$ cat src/core_pkg.sv
`default_nettype none

package core_pkg;

    // Default sizes, passed down from core_top
    parameter int ROB_DEPTH  = 8;
    parameter int RS_DEPTH   = 4;
    parameter int MUL_STAGES = 3;

    typedef logic [7:0]                   data_t;
    typedef logic [15:0]                  instr_t;
    typedef logic [3:0]                   areg_t;
    typedef logic [$clog2(ROB_DEPTH)-1:0] rob_tag_t;
    typedef logic [7:0]                   pc_t;

    // Held in instr[15:12], unlisted values decode as a no-op
    typedef enum logic [3:0] {
        OP_LDI  = 4'h1,
        OP_ADD  = 4'h2,
        OP_SUB  = 4'h3,
        OP_AND  = 4'h4,
        OP_XOR  = 4'h5,
        OP_MUL  = 4'h6,
        OP_MULH = 4'h7,
        OP_HALT = 4'hf
    } opcode_t;

    typedef enum logic [2:0] {
        ALU_LDI,
        ALU_ADD,
        ALU_SUB,
        ALU_AND,
        ALU_XOR
    } alu_func_t;

    typedef enum logic {
        MUL_LO,
        MUL_HI
    } mul_func_t;

    typedef enum logic {
        UNIT_ALU,
        UNIT_MUL
    } unit_t;

    // Layout: rd [11:8], rs1 [7:4], rs2 [3:0], LDI immediate [7:0]
    typedef struct packed {
        logic      valid;
        unit_t     unit;
        alu_func_t alu_func;
        mul_func_t mul_func;
        areg_t     rd;
        areg_t     rs1;
        areg_t     rs2;
        data_t     imm;
        logic      is_halt;
    } decoded_op_t;

    // Source operand, either captured or waiting on tag
    typedef struct packed {
        logic     ready;
        rob_tag_t tag;
        data_t    value;
    } operand_t;

    typedef struct packed {
        logic     valid;
        rob_tag_t tag;
        data_t    value;
    } cdb_t;

    typedef struct packed {
        logic  done;
        data_t value;
    } rob_read_t;

    typedef struct packed {
        logic     valid;
        areg_t    rd;
        data_t    value;
        rob_tag_t tag;
    } commit_t;

endpackage

`default_nettype wire
$ cat src/core_top.sv
`timescale 1ns/1ps
`default_nettype none

module core_top #(
    parameter int ROB_DEPTH  = core_pkg::ROB_DEPTH,
    parameter int RS_DEPTH   = core_pkg::RS_DEPTH,
    parameter int MUL_STAGES = core_pkg::MUL_STAGES
) (
    input  wire                   clk,
    input  wire                   rst_sync,
    output core_pkg::pc_t         imem_addr,
    input  wire core_pkg::instr_t imem_data,
    output core_pkg::commit_t     commit,
    output logic                  done
);
    import core_pkg::*;

    decoded_op_t dop;
    logic        stall;
    logic        dispatch_alu;
    logic        dispatch_mul;
    logic        dispatch_rob;
    logic        alu_full;
    logic        mul_full;
    logic        rob_full;
    logic        rob_empty;
    rob_tag_t    alloc_tag;
    rob_tag_t    query1;
    rob_tag_t    query2;
    rob_read_t   rob_ans1;
    rob_read_t   rob_ans2;
    operand_t    src1;
    operand_t    src2;
    cdb_t        cdb_alu;
    cdb_t        cdb_mul;

    // Station to unit issue buses
    logic        alu_issue_valid;
    logic        mul_issue_valid;
    rob_tag_t    alu_issue_tag;
    rob_tag_t    mul_issue_tag;
    data_t       alu_a;
    data_t       alu_b;
    data_t       mul_a;
    data_t       mul_b;
    alu_func_t   alu_func;
    mul_func_t   mul_func;

    fetch_decode i_fetch_decode (
        .clk, .rst_sync,
        .stall, .imem_addr, .imem_data, .dop
    );

    pipeline_control i_pipeline_control (
        .clk, .rst_sync, .dop,
        .alu_full, .mul_full, .rob_full, .rob_empty,
        .stall, .dispatch_alu, .dispatch_mul, .dispatch_rob, .done
    );

    rename_table i_rename_table (
        .clk, .rst_sync, .dop,
        .dispatch (dispatch_rob),
        .alloc_tag, .query1, .query2, .rob_ans1, .rob_ans2,
        .cdb_alu, .cdb_mul, .commit, .src1, .src2
    );

    reorder_buffer #(.DEPTH(ROB_DEPTH)) i_reorder_buffer (
        .clk, .rst_sync,
        .dispatch    (dispatch_rob),
        .dispatch_rd (dop.rd),
        .alloc_tag, .query1, .query2, .rob_ans1, .rob_ans2,
        .cdb_alu, .cdb_mul,
        .full  (rob_full),
        .empty (rob_empty),
        .commit
    );

    // ==============================
    // Execution lanes
    // ==============================

    reservation_station #(.DEPTH(RS_DEPTH), .payload_t(alu_func_t)) alu_station (
        .clk, .rst_sync,
        .insert      (dispatch_alu),
        .ins_tag     (alloc_tag),
        .ins_func    (dop.alu_func),
        .src1, .src2, .cdb_alu, .cdb_mul,
        .full        (alu_full),
        .issue_valid (alu_issue_valid),
        .issue_tag   (alu_issue_tag),
        .issue_a     (alu_a),
        .issue_b     (alu_b),
        .issue_func  (alu_func)
    );

    reservation_station #(.DEPTH(RS_DEPTH), .payload_t(mul_func_t)) mul_station (
        .clk, .rst_sync,
        .insert      (dispatch_mul),
        .ins_tag     (alloc_tag),
        .ins_func    (dop.mul_func),
        .src1, .src2, .cdb_alu, .cdb_mul,
        .full        (mul_full),
        .issue_valid (mul_issue_valid),
        .issue_tag   (mul_issue_tag),
        .issue_a     (mul_a),
        .issue_b     (mul_b),
        .issue_func  (mul_func)
    );

    alu_unit i_alu_unit (
        .clk, .rst_sync,
        .issue_valid (alu_issue_valid),
        .issue_tag   (alu_issue_tag),
        .issue_a     (alu_a),
        .issue_b     (alu_b),
        .issue_func  (alu_func),
        .result      (cdb_alu)
    );

    mul_unit #(.STAGES(MUL_STAGES)) i_mul_unit (
        .clk, .rst_sync,
        .issue_valid (mul_issue_valid),
        .issue_tag   (mul_issue_tag),
        .issue_a     (mul_a),
        .issue_b     (mul_b),
        .issue_func  (mul_func),
        .result      (cdb_mul)
    );

endmodule

`default_nettype wire

$ cat src/reorder_buffer.sv
`timescale 1ns/1ps
`default_nettype none

module reorder_buffer #(
    parameter int DEPTH = 8
) (
    input  wire                      clk,
    input  wire                      rst_sync,
    input  wire                      dispatch,
    input  wire core_pkg::areg_t     dispatch_rd,
    output core_pkg::rob_tag_t       alloc_tag,
    input  wire core_pkg::rob_tag_t  query1,
    input  wire core_pkg::rob_tag_t  query2,
    output core_pkg::rob_read_t      rob_ans1,
    output core_pkg::rob_read_t      rob_ans2,
    input  wire core_pkg::cdb_t      cdb_alu,
    input  wire core_pkg::cdb_t      cdb_mul,
    output logic                     full,
    output logic                     empty,
    output core_pkg::commit_t        commit
);
    import core_pkg::*;

    localparam int CW = $clog2(DEPTH + 1);

    areg_t            ent_rd [DEPTH];
    data_t            ent_value [DEPTH];
    logic [DEPTH-1:0] ent_done;
    rob_tag_t         head;
    rob_tag_t         tail;
    logic [CW-1:0]    count;
    logic             retire;

    function automatic rob_tag_t bump(rob_tag_t p);
        return (p == rob_tag_t'(DEPTH - 1)) ? rob_tag_t'(0) : p + 1'b1;
    endfunction

    assign alloc_tag = tail;
    assign full      = (count == CW'(DEPTH));
    assign empty     = (count == '0);
    assign retire    = !empty && ent_done[head];
    assign rob_ans1  = '{done: ent_done[query1], value: ent_value[query1]};
    assign rob_ans2  = '{done: ent_done[query2], value: ent_value[query2]};

    // ==============================
    // Pointers and completion
    // ==============================

    always_ff @(posedge clk) begin
        if (rst_sync) begin
            head     <= '0;
            tail     <= '0;
            count    <= '0;
            ent_done <= '0;
        end else begin
            if (cdb_alu.valid) begin
                ent_done[cdb_alu.tag] <= 1'b1;
            end
            if (cdb_mul.valid) begin
                ent_done[cdb_mul.tag] <= 1'b1;
            end
            if (dispatch) begin
                ent_done[tail] <= 1'b0;
                tail           <= bump(tail);
            end
            if (retire) begin
                head <= bump(head);
            end
            count <= count + CW'(dispatch) - CW'(retire);
        end
    end

    // ==============================
    // Entry data and retirement
    // ==============================

    always_ff @(posedge clk) begin
        if (dispatch) begin
            ent_rd[tail] <= dispatch_rd;
        end
        if (cdb_alu.valid) begin
            ent_value[cdb_alu.tag] <= cdb_alu.value;
        end
        if (cdb_mul.valid) begin
            ent_value[cdb_mul.tag] <= cdb_mul.value;
        end
        commit.rd    <= ent_rd[head];
        commit.value <= ent_value[head];
        commit.tag   <= head;
        if (rst_sync) begin
            commit.valid <= 1'b0;
        end else begin
            commit.valid <= retire;
        end
    end

endmodule

`default_nettype wire

$ cat src/mul_unit.sv
`timescale 1ns/1ps
`default_nettype none

module mul_unit #(
    parameter int STAGES = 3
) (
    input  wire                       clk,
    input  wire                       rst_sync,
    input  wire                       issue_valid,
    input  wire core_pkg::rob_tag_t   issue_tag,
    input  wire core_pkg::data_t      issue_a,
    input  wire core_pkg::data_t      issue_b,
    input  wire core_pkg::mul_func_t  issue_func,
    output core_pkg::cdb_t            result
);
    import core_pkg::*;

    localparam int LAST = STAGES - 2;

    // STAGES-1 internal stages, the result register is the final one
    logic [LAST:0] vld;
    rob_tag_t      tag [LAST+1];
    mul_func_t     func [LAST+1];
    logic [15:0]   prod [LAST+1];

    always_ff @(posedge clk) begin
        tag[0]  <= issue_tag;
        func[0] <= issue_func;
        prod[0] <= 16'(issue_a) * 16'(issue_b);
        for (int i = 1; i <= LAST; i++) begin
            tag[i]  <= tag[i-1];
            func[i] <= func[i-1];
            prod[i] <= prod[i-1];
        end
        // Byte select
        result.tag   <= tag[LAST];
        result.value <= (func[LAST] == MUL_HI) ? prod[LAST][15:8] : prod[LAST][7:0];
        if (rst_sync) begin
            vld          <= '0;
            result.valid <= 1'b0;
        end else begin
            vld[0] <= issue_valid;
            for (int i = 1; i <= LAST; i++) begin
                vld[i] <= vld[i-1];
            end
            result.valid <= vld[LAST];
        end
    end

endmodule

`default_nettype wire

$ cat src/alu_unit.sv
`timescale 1ns/1ps
`default_nettype none

module alu_unit (
    input  wire                       clk,
    input  wire                       rst_sync,
    input  wire                       issue_valid,
    input  wire core_pkg::rob_tag_t   issue_tag,
    input  wire core_pkg::data_t      issue_a,
    input  wire core_pkg::data_t      issue_b,
    input  wire core_pkg::alu_func_t  issue_func,
    output core_pkg::cdb_t            result
);
    import core_pkg::*;

    data_t value;

    always_comb begin
        case (issue_func)
            ALU_ADD: value = issue_a + issue_b;
            ALU_SUB: value = issue_a - issue_b;
            ALU_AND: value = issue_a & issue_b;
            ALU_XOR: value = issue_a ^ issue_b;
            default: value = issue_a;  // LDI carries the immediate in a
        endcase
    end

    always_ff @(posedge clk) begin
        result.tag   <= issue_tag;
        result.value <= value;
        if (rst_sync) begin
            result.valid <= 1'b0;
        end else begin
            result.valid <= issue_valid;
        end
    end

endmodule

`default_nettype wire

$ cat src/reservation_station.sv
`timescale 1ns/1ps
`default_nettype none

module reservation_station #(
    parameter int  DEPTH     = 4,
    parameter type payload_t = logic
) (
    input  wire                     clk,
    input  wire                     rst_sync,
    input  wire                     insert,
    input  wire core_pkg::rob_tag_t ins_tag,
    input  wire payload_t           ins_func,
    input  wire core_pkg::operand_t src1,
    input  wire core_pkg::operand_t src2,
    input  wire core_pkg::cdb_t     cdb_alu,
    input  wire core_pkg::cdb_t     cdb_mul,
    output logic                    full,
    output logic                    issue_valid,
    output core_pkg::rob_tag_t      issue_tag,
    output core_pkg::data_t         issue_a,
    output core_pkg::data_t         issue_b,
    output payload_t                issue_func
);
    import core_pkg::*;

    localparam int IW = (DEPTH > 1) ? $clog2(DEPTH) : 1;

    logic [DEPTH-1:0] valid;
    rob_tag_t         ent_tag [DEPTH];
    payload_t         ent_func [DEPTH];
    operand_t         ent_a [DEPTH];
    operand_t         ent_b [DEPTH];
    logic [IW-1:0]    free_idx;
    logic [IW-1:0]    issue_idx;

    // Wake-up from either result lane
    function automatic operand_t wake(operand_t op);
        operand_t res;
        res = op;
        if (!op.ready && cdb_alu.valid && cdb_alu.tag == op.tag) begin
            res.ready = 1'b1;
            res.value = cdb_alu.value;
        end else if (!op.ready && cdb_mul.valid && cdb_mul.tag == op.tag) begin
            res.ready = 1'b1;
            res.value = cdb_mul.value;
        end
        return res;
    endfunction

    // ==============================
    // Slot selection
    // ==============================

    // Downward scan leaves the lowest index selected
    always_comb begin
        free_idx    = '0;
        issue_idx   = '0;
        issue_valid = 1'b0;
        for (int i = DEPTH - 1; i >= 0; i--) begin
            if (!valid[i]) begin
                free_idx = IW'(i);
            end
            if (valid[i] && ent_a[i].ready && ent_b[i].ready) begin
                issue_valid = 1'b1;
                issue_idx   = IW'(i);
            end
        end
    end

    assign full       = &valid;
    assign issue_tag  = ent_tag[issue_idx];
    assign issue_a    = ent_a[issue_idx].value;
    assign issue_b    = ent_b[issue_idx].value;
    assign issue_func = ent_func[issue_idx];

    // ==============================
    // Entry state
    // ==============================

    always_ff @(posedge clk) begin
        if (rst_sync) begin
            valid <= '0;
        end else begin
            if (issue_valid) begin
                valid[issue_idx] <= 1'b0;
            end
            if (insert && !full) begin
                valid[free_idx] <= 1'b1;
            end
        end
    end

    always_ff @(posedge clk) begin
        for (int i = 0; i < DEPTH; i++) begin
            ent_a[i] <= wake(ent_a[i]);
            ent_b[i] <= wake(ent_b[i]);
        end
        if (insert && !full) begin
            ent_tag[free_idx]  <= ins_tag;
            ent_func[free_idx] <= ins_func;
            ent_a[free_idx]    <= src1;
            ent_b[free_idx]    <= src2;
        end
    end

endmodule

`default_nettype wire

$ cat src/rename_table.sv
`timescale 1ns/1ps
`default_nettype none

module rename_table (
    input  wire                        clk,
    input  wire                        rst_sync,
    input  wire core_pkg::decoded_op_t dop,
    input  wire                        dispatch,
    input  wire core_pkg::rob_tag_t    alloc_tag,
    output core_pkg::rob_tag_t         query1,
    output core_pkg::rob_tag_t         query2,
    input  wire core_pkg::rob_read_t   rob_ans1,
    input  wire core_pkg::rob_read_t   rob_ans2,
    input  wire core_pkg::cdb_t        cdb_alu,
    input  wire core_pkg::cdb_t        cdb_mul,
    input  wire core_pkg::commit_t     commit,
    output core_pkg::operand_t         src1,
    output core_pkg::operand_t         src2
);
    import core_pkg::*;

    data_t       regs [16];
    rob_tag_t    alias_tag [16];
    logic [15:0] busy;
    logic        is_ldi;

    // Register file, then ROB, then result lanes
    function automatic operand_t resolve(data_t val, logic is_busy, rob_tag_t tag,
                                         rob_read_t ans);
        operand_t op;
        op.ready = 1'b1;
        op.tag   = tag;
        op.value = val;
        if (is_busy) begin
            if (ans.done) begin
                op.value = ans.value;
            end else if (cdb_alu.valid && cdb_alu.tag == tag) begin
                op.value = cdb_alu.value;
            end else if (cdb_mul.valid && cdb_mul.tag == tag) begin
                op.value = cdb_mul.value;
            end else begin
                op.ready = 1'b0;
            end
        end
        return op;
    endfunction

    assign query1 = alias_tag[dop.rs1];
    assign query2 = alias_tag[dop.rs2];
    assign is_ldi = (dop.unit == UNIT_ALU) && (dop.alu_func == ALU_LDI);

    always_comb begin
        src1 = resolve(regs[dop.rs1], busy[dop.rs1], query1, rob_ans1);
        src2 = resolve(regs[dop.rs2], busy[dop.rs2], query2, rob_ans2);
        // LDI has no register sources
        if (is_ldi) begin
            src1 = '{ready: 1'b1, tag: '0, value: dop.imm};
            src2 = '{ready: 1'b1, tag: '0, value: '0};
        end
    end

    always_ff @(posedge clk) begin
        if (rst_sync) begin
            for (int i = 0; i < 16; i++) begin
                regs[i]      <= '0;
                alias_tag[i] <= '0;
            end
            busy <= '0;
        end else begin
            if (commit.valid) begin
                regs[commit.rd] <= commit.value;
                if (alias_tag[commit.rd] == commit.tag) begin
                    busy[commit.rd] <= 1'b0;
                end
            end
            // A new rename of the same rd wins
            if (dispatch) begin
                busy[dop.rd]      <= 1'b1;
                alias_tag[dop.rd] <= alloc_tag;
            end
        end
    end

endmodule

`default_nettype wire

$ cat src/pipeline_control.sv
`timescale 1ns/1ps
`default_nettype none

module pipeline_control (
    input  wire                        clk,
    input  wire                        rst_sync,
    input  wire core_pkg::decoded_op_t dop,
    input  wire                        alu_full,
    input  wire                        mul_full,
    input  wire                        rob_full,
    input  wire                        rob_empty,
    output logic                       stall,
    output logic                       dispatch_alu,
    output logic                       dispatch_mul,
    output logic                       dispatch_rob,
    output logic                       done
);
    import core_pkg::*;

    logic halted;
    logic target_full;
    logic accept;

    // HALT never waits on a full structure
    assign target_full  = (dop.unit == UNIT_MUL) ? mul_full : alu_full;
    assign stall        = halted | (dop.valid & !dop.is_halt & (rob_full | target_full));
    assign accept       = dop.valid & !stall;
    assign dispatch_rob = accept & !dop.is_halt;
    assign dispatch_alu = dispatch_rob & (dop.unit == UNIT_ALU);
    assign dispatch_mul = dispatch_rob & (dop.unit == UNIT_MUL);

    always_ff @(posedge clk) begin
        if (rst_sync) begin
            halted <= 1'b0;
            done   <= 1'b0;
        end else begin
            if (accept && dop.is_halt) begin
                halted <= 1'b1;
            end
            // Program drained
            if (halted && rob_empty) begin
                done <= 1'b1;
            end
        end
    end

endmodule

`default_nettype wire

$ cat src/fetch_decode.sv
`timescale 1ns/1ps
`default_nettype none

module fetch_decode (
    input  wire                   clk,
    input  wire                   rst_sync,
    input  wire                   stall,
    output core_pkg::pc_t         imem_addr,
    input  wire core_pkg::instr_t imem_data,
    output core_pkg::decoded_op_t dop
);
    import core_pkg::*;

    pc_t         pc;
    logic        stopped;
    decoded_op_t next_op;

    assign imem_addr = pc;

    always_comb begin
        next_op       = '0;
        next_op.valid = 1'b1;
        next_op.rd    = imem_data[11:8];
        next_op.rs1   = imem_data[7:4];
        next_op.rs2   = imem_data[3:0];
        next_op.imm   = imem_data[7:0];
        case (opcode_t'(imem_data[15:12]))
            OP_LDI:  next_op.alu_func = ALU_LDI;
            OP_ADD:  next_op.alu_func = ALU_ADD;
            OP_SUB:  next_op.alu_func = ALU_SUB;
            OP_AND:  next_op.alu_func = ALU_AND;
            OP_XOR:  next_op.alu_func = ALU_XOR;
            OP_MUL: begin
                next_op.unit     = UNIT_MUL;
                next_op.mul_func = MUL_LO;
            end
            OP_MULH: begin
                next_op.unit     = UNIT_MUL;
                next_op.mul_func = MUL_HI;
            end
            OP_HALT: next_op.is_halt = 1'b1;
            default: next_op.valid = 1'b0;
        endcase
    end

    // Op and PC hold while stalled; nothing new is fetched after HALT
    always_ff @(posedge clk) begin
        if (rst_sync) begin
            pc      <= '0;
            stopped <= 1'b0;
            dop     <= '0;
        end else if (!stall) begin
            if (stopped) begin
                dop.valid <= 1'b0;
            end else begin
                dop     <= next_op;
                pc      <= pc + 1'b1;
                stopped <= next_op.valid & next_op.is_halt;
            end
        end
    end

endmodule

`default_nettype wire

$ cat config.mk
export PLATFORM = sky130hd
export DESIGN_NAME = core_top
export DESIGN_NICKNAME = d
export VERILOG_FILES = /design/src/core_pkg.sv /design/src/core_top.sv /design/src/reorder_buffer.sv /design/src/mul_unit.sv /design/src/alu_unit.sv /design/src/reservation_station.sv /design/src/rename_table.sv /design/src/pipeline_control.sv /design/src/fetch_decode.sv
export SDC_FILE = /design/constraint.sdc
export NUM_CORES = 2
export LEC_CHECK = 0
export BUFFER_PORTS_ARGS = -buffer_cell sky130_fd_sc_hd__buf_2
export CORE_UTILIZATION = 45
export DETAILED_ROUTE_END_ITERATION = 12
export REMOVE_ABC_BUFFERS = 1
export SYNTH_ARGS = -nofsm -noshare
export SYNTH_HDL_FRONTEND = slang
export SYNTH_HIERARCHICAL = 1
export SYNTH_SLANG_ARGS = --single-unit
$ cat constraint.sdc
create_clock -name clk -period 10.2 [get_ports clk]
set_clock_uncertainty 0.05 [all_clocks]
set_input_delay 1.02 -clock clk [delete_from_list [all_inputs] [get_ports clk]]
set_output_delay 1.02 -clock clk [all_outputs]
set_load 0.02 [all_outputs]
======== After elaboration in Yosys (flattened, before gate mapping) ========
Memory sizes are Yosys's and may differ from the RTL's. A register that Yosys moved wholly into a read port is not among the register bits.
Index checks and enable logic that the tools add are counted.
operators by class
  bitwise logic cells ..................... 27
  order comparisons ....................... 23
  add/sub/neg operators ................... 7
  multiplexer cells ....................... 192
  $mul .................................... 1
  reductions and logical operators ........ 129
  eq/ne operators ......................... 52
operators with widths
  operator            count
  $mux 8              47
  $eq 3x3->1          37
  $logic_and 1x1->1   99
  $mux 1              88
  $mux 16             4
  $mux 4              16
  $mux 2              16
  $pmux 8 s4          1
  $lt 3x4->1 const B  6
  $mux 12             2
  $logic_not 1->1     21
  $lt 4x5->1 const B  4
  $and 16x16->16      1
  $and 8x8->8         2
  $eq 4x3->1 const B  4
  $mul 8x8->16        1
  $not 16->16         1
  $or 16x16->16       1
  $or 8x8->8          2
  $reduce_or 8->1     2
  $lt 2x3->1 const B  4
  $pmux 3 s4          1
  $bmux 1 s3          3
  $demux 1 s3         3
  other kinds (33)    65
storage, ports and cells
  input port bits ......................... 18
  word-level logic and storage cells ...... 473
  memories ................................ 15
  output and inout port bits .............. 25
  bits in writable memories ............... 544
  flip-flop bits (word level) ............. 104
memories
  memory                      words  width  read ports  clocked after memory_dff  wr ports  RTL line                   text
  i_rename_table.regs         16     8      2           2                         16        rename_table.sv:22         data_t regs [16];
  i_reorder_buffer.ent_value  8      8      3           1                         2         reorder_buffer.sv:27       data_t ent_value [DEPTH];
  alu_station.ent_a           4      12     5           0                         5         reservation_station.sv:31  operand_t ent_a [DEPTH];
  alu_station.ent_b           4      12     5           0                         5         reservation_station.sv:32  operand_t ent_b [DEPTH];
  i_rename_table.alias_tag    16     3      3           2                         16        rename_table.sv:23         rob_tag_t alias_tag [16];
  mul_station.ent_a           4      12     5           0                         5         reservation_station.sv:31
  +9 memories                 --     --     --          --                        --        --

======== Longest topological paths before layout ========
  word-level depth ........................ 16
  mapped depth ............................ 21
  mapped depth without buffers ............ 19

======== Cells and area by module ========
The synthesis kept the hierarchy.
by module, submodules not included
  module                             instances  sequential area each (um^2)  cells each  area an instance (um^2)
  rename_table                       1          5605.4                       908         12099.1
  reorder_buffer                     1          3563.4                       423         7063.0
  reservation_station (alu_station)  1          3603.5                       606         6596.3
  reservation_station (mul_station)  1          3363.2                       587         6251.0
  mul_unit                           1          1081.0                       309         3304.4
  fetch_decode                       1          560.5                        143         1184.9
  alu_unit                           1          240.2                        139         1163.6
  pipeline_control                   1          40.0                         14          120.1

======== Worst setup path before layout ========
Ideal clock, no wire load.
  kind .................................... register -> register
  from .................................... register mul_station.valid[2]
  to ...................................... memory i_mul_unit.prod[0][11]
  path buffers ............................ 2
  data required time ...................... 10.078 ns
  stages on the path, launching flop included .. 22
  arrival ................................. 4.868 ns
  setup time .............................. 0.072 ns
  period minus slack after synthesis ...... 4.990 ns
  path slack .............................. 5.210 ns
  cells stage by stage .................... dfxtp_1 -> and3_1 -> buf_2 -> nor2b_1 -> a21o_1 -> buf_2 -> a221o_1 -> and2_1 -> fa_1 -> inv_1 -> fa_1 -> inv_1 -> fa_1 -> inv_1 -> fa_1 -> inv_1 -> ha_1 -> a21o_1 -> a21oi_1 -> nand2_1 -> a31oi_1 -> xnor2_1
RTL lines
  item                             RTL line                   text
  start, declared                  reservation_station.sv:28  logic [DEPTH-1:0] valid;
  start signal, assigned           reservation_station.sv:82  valid <= '0;
  start signal, assigned by index  reservation_station.sv:85  valid[issue_idx] <= 1'b0;
  start signal, assigned by index  reservation_station.sv:88  valid[free_idx] <= 1'b1;
  end, declared                    mul_unit.sv:24             logic [15:0] prod [LAST+1];

==> flow_summary.json <==
{
  "seqPwrFrac_pct": 41.2,
  "cp_cell_sequence": "and3_1, nor2b_1, a21o_1, a221o_1, and2_1, fa_1, inv_1, fa_1, inv_1, fa_1, inv_1, fa_1, inv_1, ha_1, a21o_1, a21oi_1, nand2_1, a31oi_1, xnor2_1",
  "ctsLongestPathBuffers": 3,
  "timing.critical_path.max_delay_family": "adder cells",
  "synth.yosys.seq_area_share_pct": 47.8,
  "finish.net_count": 3203,
  "postSynth.topFlopCell": "sky130_fd_sc_hd__edfxtp_1",
  "switchingPower_mw": 2.42,
  "run_status": "completed",
  "vdd_drop_max_mv": 0.153,
  "detailed_place_hpwl_um": 73700,
  "buffer_ports.inserted": 42,
  "holdCritPathClass": "reg2reg",
  "cts.repair.resized": 0,
  "core_mm2": 0.0826,
  "cp-end-kind": "register",
  "clock_insertion_delay_worst_skew_ns": 0.64,
  "antenna_nets_post_route": 0,
  "ys_ff_latch": 658,
  "syn-instance-count": 3129,
  "critPathMaxStageDelay_ns": 0.77,
  "row_count": 105,
  "timing.critical_path.slowest_stage_cell": "sky130_fd_sc_hd__and3_1",
  "post_cts_buffers": 0,
  "start_util_pct": 45.7,
  "cts.root.buffer_cell": "sky130_fd_sc_hd__clkbuf_16",
  "internal_power_mw": 5.46,
  "grt_setup_unrepaired": "no",
  "cts_inserted_buffers": 77,
  "floorplan.die_area_mm2": 0.0851,
  "switching_fraction_pct": 30.7,
  "vias_in_the_first_global_route": 26040,
  "clock_tree_from_tritoncts": "done",
  "syn_area_mm2": 0.0378,
  "syn2layout_area_growth_pct": 9.28,
  "global_route.overflow_total": 0,
  "finalHoldWorstSlack_ns": 0.274,
  "worst_slew_margin_rel_pct": 15.2,
  "grt_antenna_before_repair": 3,
  "dieWidth_um": 292,
  "clock.fmax_mhz": 163,
  "wirelength_per_cell_um": 26.4,
  "cap_violations": 0,
  "finalPower_mw": 7.88,
  "share_of_power_burned_in_the_clock_network_pct": 35.0,
  "number_of_warnings_printed_during_yosys_synthesis": 6,
  "routabilityCongestion": 0.893,
  "cellLeakagePower_nw": 15.2,
  "post-route-period-util_pct": 60.2,
  "cts_hold_repair.buffers": 0,
  "largest_net_degree_at_the_start_of_global_routing": 52,
  "distinct_cell_type_count_after_synthesis": 94,
  "cp.arrival_ns": 6.65,
  "timing_hold_violations_final": 0,
  "detailedRoute.firstPassIterationCount": 6,
  "vias": 26250,
  "syn_area_per_cell_um2": 12.1,
  "path_clk_slew_ns": 0.06,
  "combPwrFrac_pct": 23.7,
  "layout_cell_share_with_drive_strength_beyond_1_pct": 18.9,
  "die_h_um": 292,
  "grt.total_usage_pct": 26.2,
  "power-per-cell-area_mw_per_mm2": 191,
  "worst-path-buf-inv": 4,
  "finalCriticalPeriod_ns": 6.14,
  "path_max_fanout": 23,
  "crit_path_start_kind": "register",
  "wire_length_of_the_first_global_routing_pass_um": 167000,
  "timing_max_transition_violations_final": 0,
  "clkSinkCount": 658,
  "setup_viol": 0,
  "drc": 0,
  "cp_data_required_time_ns": 10.71,
  "setup-tns-final_ns": 0,
  "wirelength_um": 112000,
  "path_class": "reg2reg",
  "drt_first_iter_violations": 2403,
  "clock_tree.htree_level_count": 3,
  "asyncSetResetFlopFracSynth_pct": 0,
  "worst_pin_slew_ns": 1.26,
  "ioPinCount": 43,
  "via_per_inst": 6.22,
  "synth-edff-count": 488
}
-- through the flow --
| stage | instances | util, % | cell area [µm²] | worst slack [ns] |
|---|---|---|---|---|
| detailed placement | 4075 | 46.9 | 38800 | 4.11 |
| floorplan | 2893 | - | 36600 | 3.91 |
| finish | 4219 | 50.0 | 41300 | 4.06 |
| global route | 4218 | 50.0 | 41300 | 3.68 |
| CTS | 4218 | 50.0 | 41300 | 4.09 |
| global placement | 4075 | 46.9 | 38800 | 4.21 |
-- final timing paths --
check	startpoint	to	slack, ns	depth (start not counted)
max	mul_station/valid[2]$_SDFF_PP0_	i_mul_unit/prod[0][11]$_DFF_P_	4.06	19
min	i_mul_unit/prod[0][7]$_DFF_P_	i_mul_unit/prod[0][23]$_DFF_P_	0.27	0
max reg2reg	mul_station/valid[2]$_SDFF_PP0_	i_mul_unit/prod[0][11]$_DFF_P_	4.06	19
min reg2reg	i_mul_unit/prod[0][7]$_DFF_P_	i_mul_unit/prod[0][23]$_DFF_P_	0.27	0
-- cells in the final DEF, fill, tap and decap left out, drive strengths merged, types with 20 or more instances in the layout --
master,count
fa,38
nand2,293
xnor2,95
a31oi,20
a21oi,120
ha,63
nand4,31
xor2,40
mux4,193
nor3,32
nor2b,36
buf,112
clkinv,26
nand2b,24
inv,91
nor2,122
edfxtp,488
dfxtp,170
nand3b,26
mux2i,150
nand3,80
mux2,110
o21ai,197
clkbuf,112
a221o,50
and2,234
-- synthesized netlist by cell type (7+ instances only) --
cell,number,share of area (%)
sky130_fd_sc_hd__nand2_1,293,2.9
sky130_fd_sc_hd__or2_2,7,0.12
sky130_fd_sc_hd__dfxtp_1,170,9.0
sky130_fd_sc_hd__fa_1,38,2.0
sky130_fd_sc_hd__nand4_1,31,0.51
sky130_fd_sc_hd__nor2b_1,34,0.56
sky130_fd_sc_hd__and3_1,13,0.22
sky130_fd_sc_hd__buf_4,27,0.54
sky130_fd_sc_hd__o21ai_1,24,0.32
sky130_fd_sc_hd__and4_1,10,0.23
sky130_fd_sc_hd__xor2_1,40,0.93
sky130_fd_sc_hd__a221o_1,50,1.3
sky130_fd_sc_hd__buf_6,12,0.36
sky130_fd_sc_hd__a31o_2,10,0.23
sky130_fd_sc_hd__o21ai_0,173,2.3
sky130_fd_sc_hd__mux4_2,182,11
sky130_fd_sc_hd__o31a_1,17,0.39
sky130_fd_sc_hd__mux4_1,11,0.76
sky130_fd_sc_hd__nand3b_1,26,0.52
sky130_fd_sc_hd__a41oi_1,7,0.16
sky130_fd_sc_hd__o211ai_1,9,0.18
sky130_fd_sc_hd__or3_1,9,0.15
sky130_fd_sc_hd__a21oi_1,120,1.6
sky130_fd_sc_hd__inv_1,84,0.83
sky130_fd_sc_hd__mux2i_1,149,3.9
sky130_fd_sc_hd__nor3_1,29,0.38
sky130_fd_sc_hd__mux2_2,87,2.6
sky130_fd_sc_hd__and2_1,234,3.9
sky130_fd_sc_hd__o21a_1,10,0.20
sky130_fd_sc_hd__buf_2,64,0.85
sky130_fd_sc_hd__a31oi_1,20,0.33
sky130_fd_sc_hd__nor2_1,119,1.2
sky130_fd_sc_hd__nand3_1,79,1.0
sky130_fd_sc_hd__ha_1,63,2.1
sky130_fd_sc_hd__xnor2_1,93,2.2
sky130_fd_sc_hd__o31ai_1,12,0.24
sky130_fd_sc_hd__clkbuf_1,101,1.0
sky130_fd_sc_hd__buf_1,29,0.29
sky130_fd_sc_hd__edfxtp_1,488,39
sky130_fd_sc_hd__nand2b_1,23,0.38
sky130_fd_sc_hd__mux2_4,21,0.83
-- layout make-up --
| class | count | area, µm² |
|---|---|---|
| antenna | 1 | 2.50 |
| timing repair buffer | 112 | 736 |
| inverter | 93 | 350 |
| fill | 7068 | 41300 |
| clock buffer | 112 | 2190 |
| clock inverter | 31 | 342 |
| multi-input combinational | 2142 | 18300 |
| tap | 1070 | 1340 |
| sequential | 658 | 18100 |
-- power groups by stage --
stage	clock network, mW	registers, mW	logic [mW]
5_1_grt	2.90	3.27	1.98
4_1_cts	2.79	3.25	1.85
3_3_place_gp	0	3.29	1.80
2_1_floorplan	0	3.41	1.04
3_5_place_dp	0	3.30	1.84
6_report	2.76	3.25	1.87
-- registers in the layout (all words and copies together) (netlist names), 6 cells and up --
signal,cells
i_reorder_buffer/ent_done,8
i_mul_unit/prod,32
i_fetch_decode/dop,19
mul_station/ent_a,48
mul_station/ent_b,48
i_reorder_buffer/ent_rd,32
i_mul_unit/tag,6
alu_station/ent_a,48
alu_station/ent_b,48
i_reorder_buffer/ent_value,64
mul_station/ent_tag,12
alu_station/ent_tag,12
i_alu_unit/result,12
i_rename_table/alias_tag,48
i_reorder_buffer/commit,16
i_fetch_decode/imem_addr,8
alu_station/ent_func,12
i_rename_table/busy,16
i_mul_unit/result,12
i_rename_table/regs,128
-- layer usage --
metal  part of all wire [%]  up-vias  wire, µm  GRT usage, %
met5                      0        -         0             0
met4                    4.4        0      4950          11.7
met3                    7.2      263      7980          3.47
met2                     48     1140     53400          43.2
met1                     41    13298     45200          34.5
li1                       -    11549         -             -
-- kinds of logic (layout without fill, tap and decap cells) --
family / Yosys count / count (layout) / synth area share [%]
AND/OR/NAND/NOR: 951 / 951 / 13.3
flip-flops: 658 / 658 / 47.8
AO/OA/AOI/OAI: 502 / 502 / 8.53
multiplexers: 453 / 453 / 19.1
buffers and inverters: 329 / 348 / 4.07
XOR/XNOR: 135 / 135 / 3.17
adder cells (fa/ha/maj): 101 / 101 / 4.10
other: 0 / 1 / 0
Note: power is estimated with default switching activity, not from simulation.
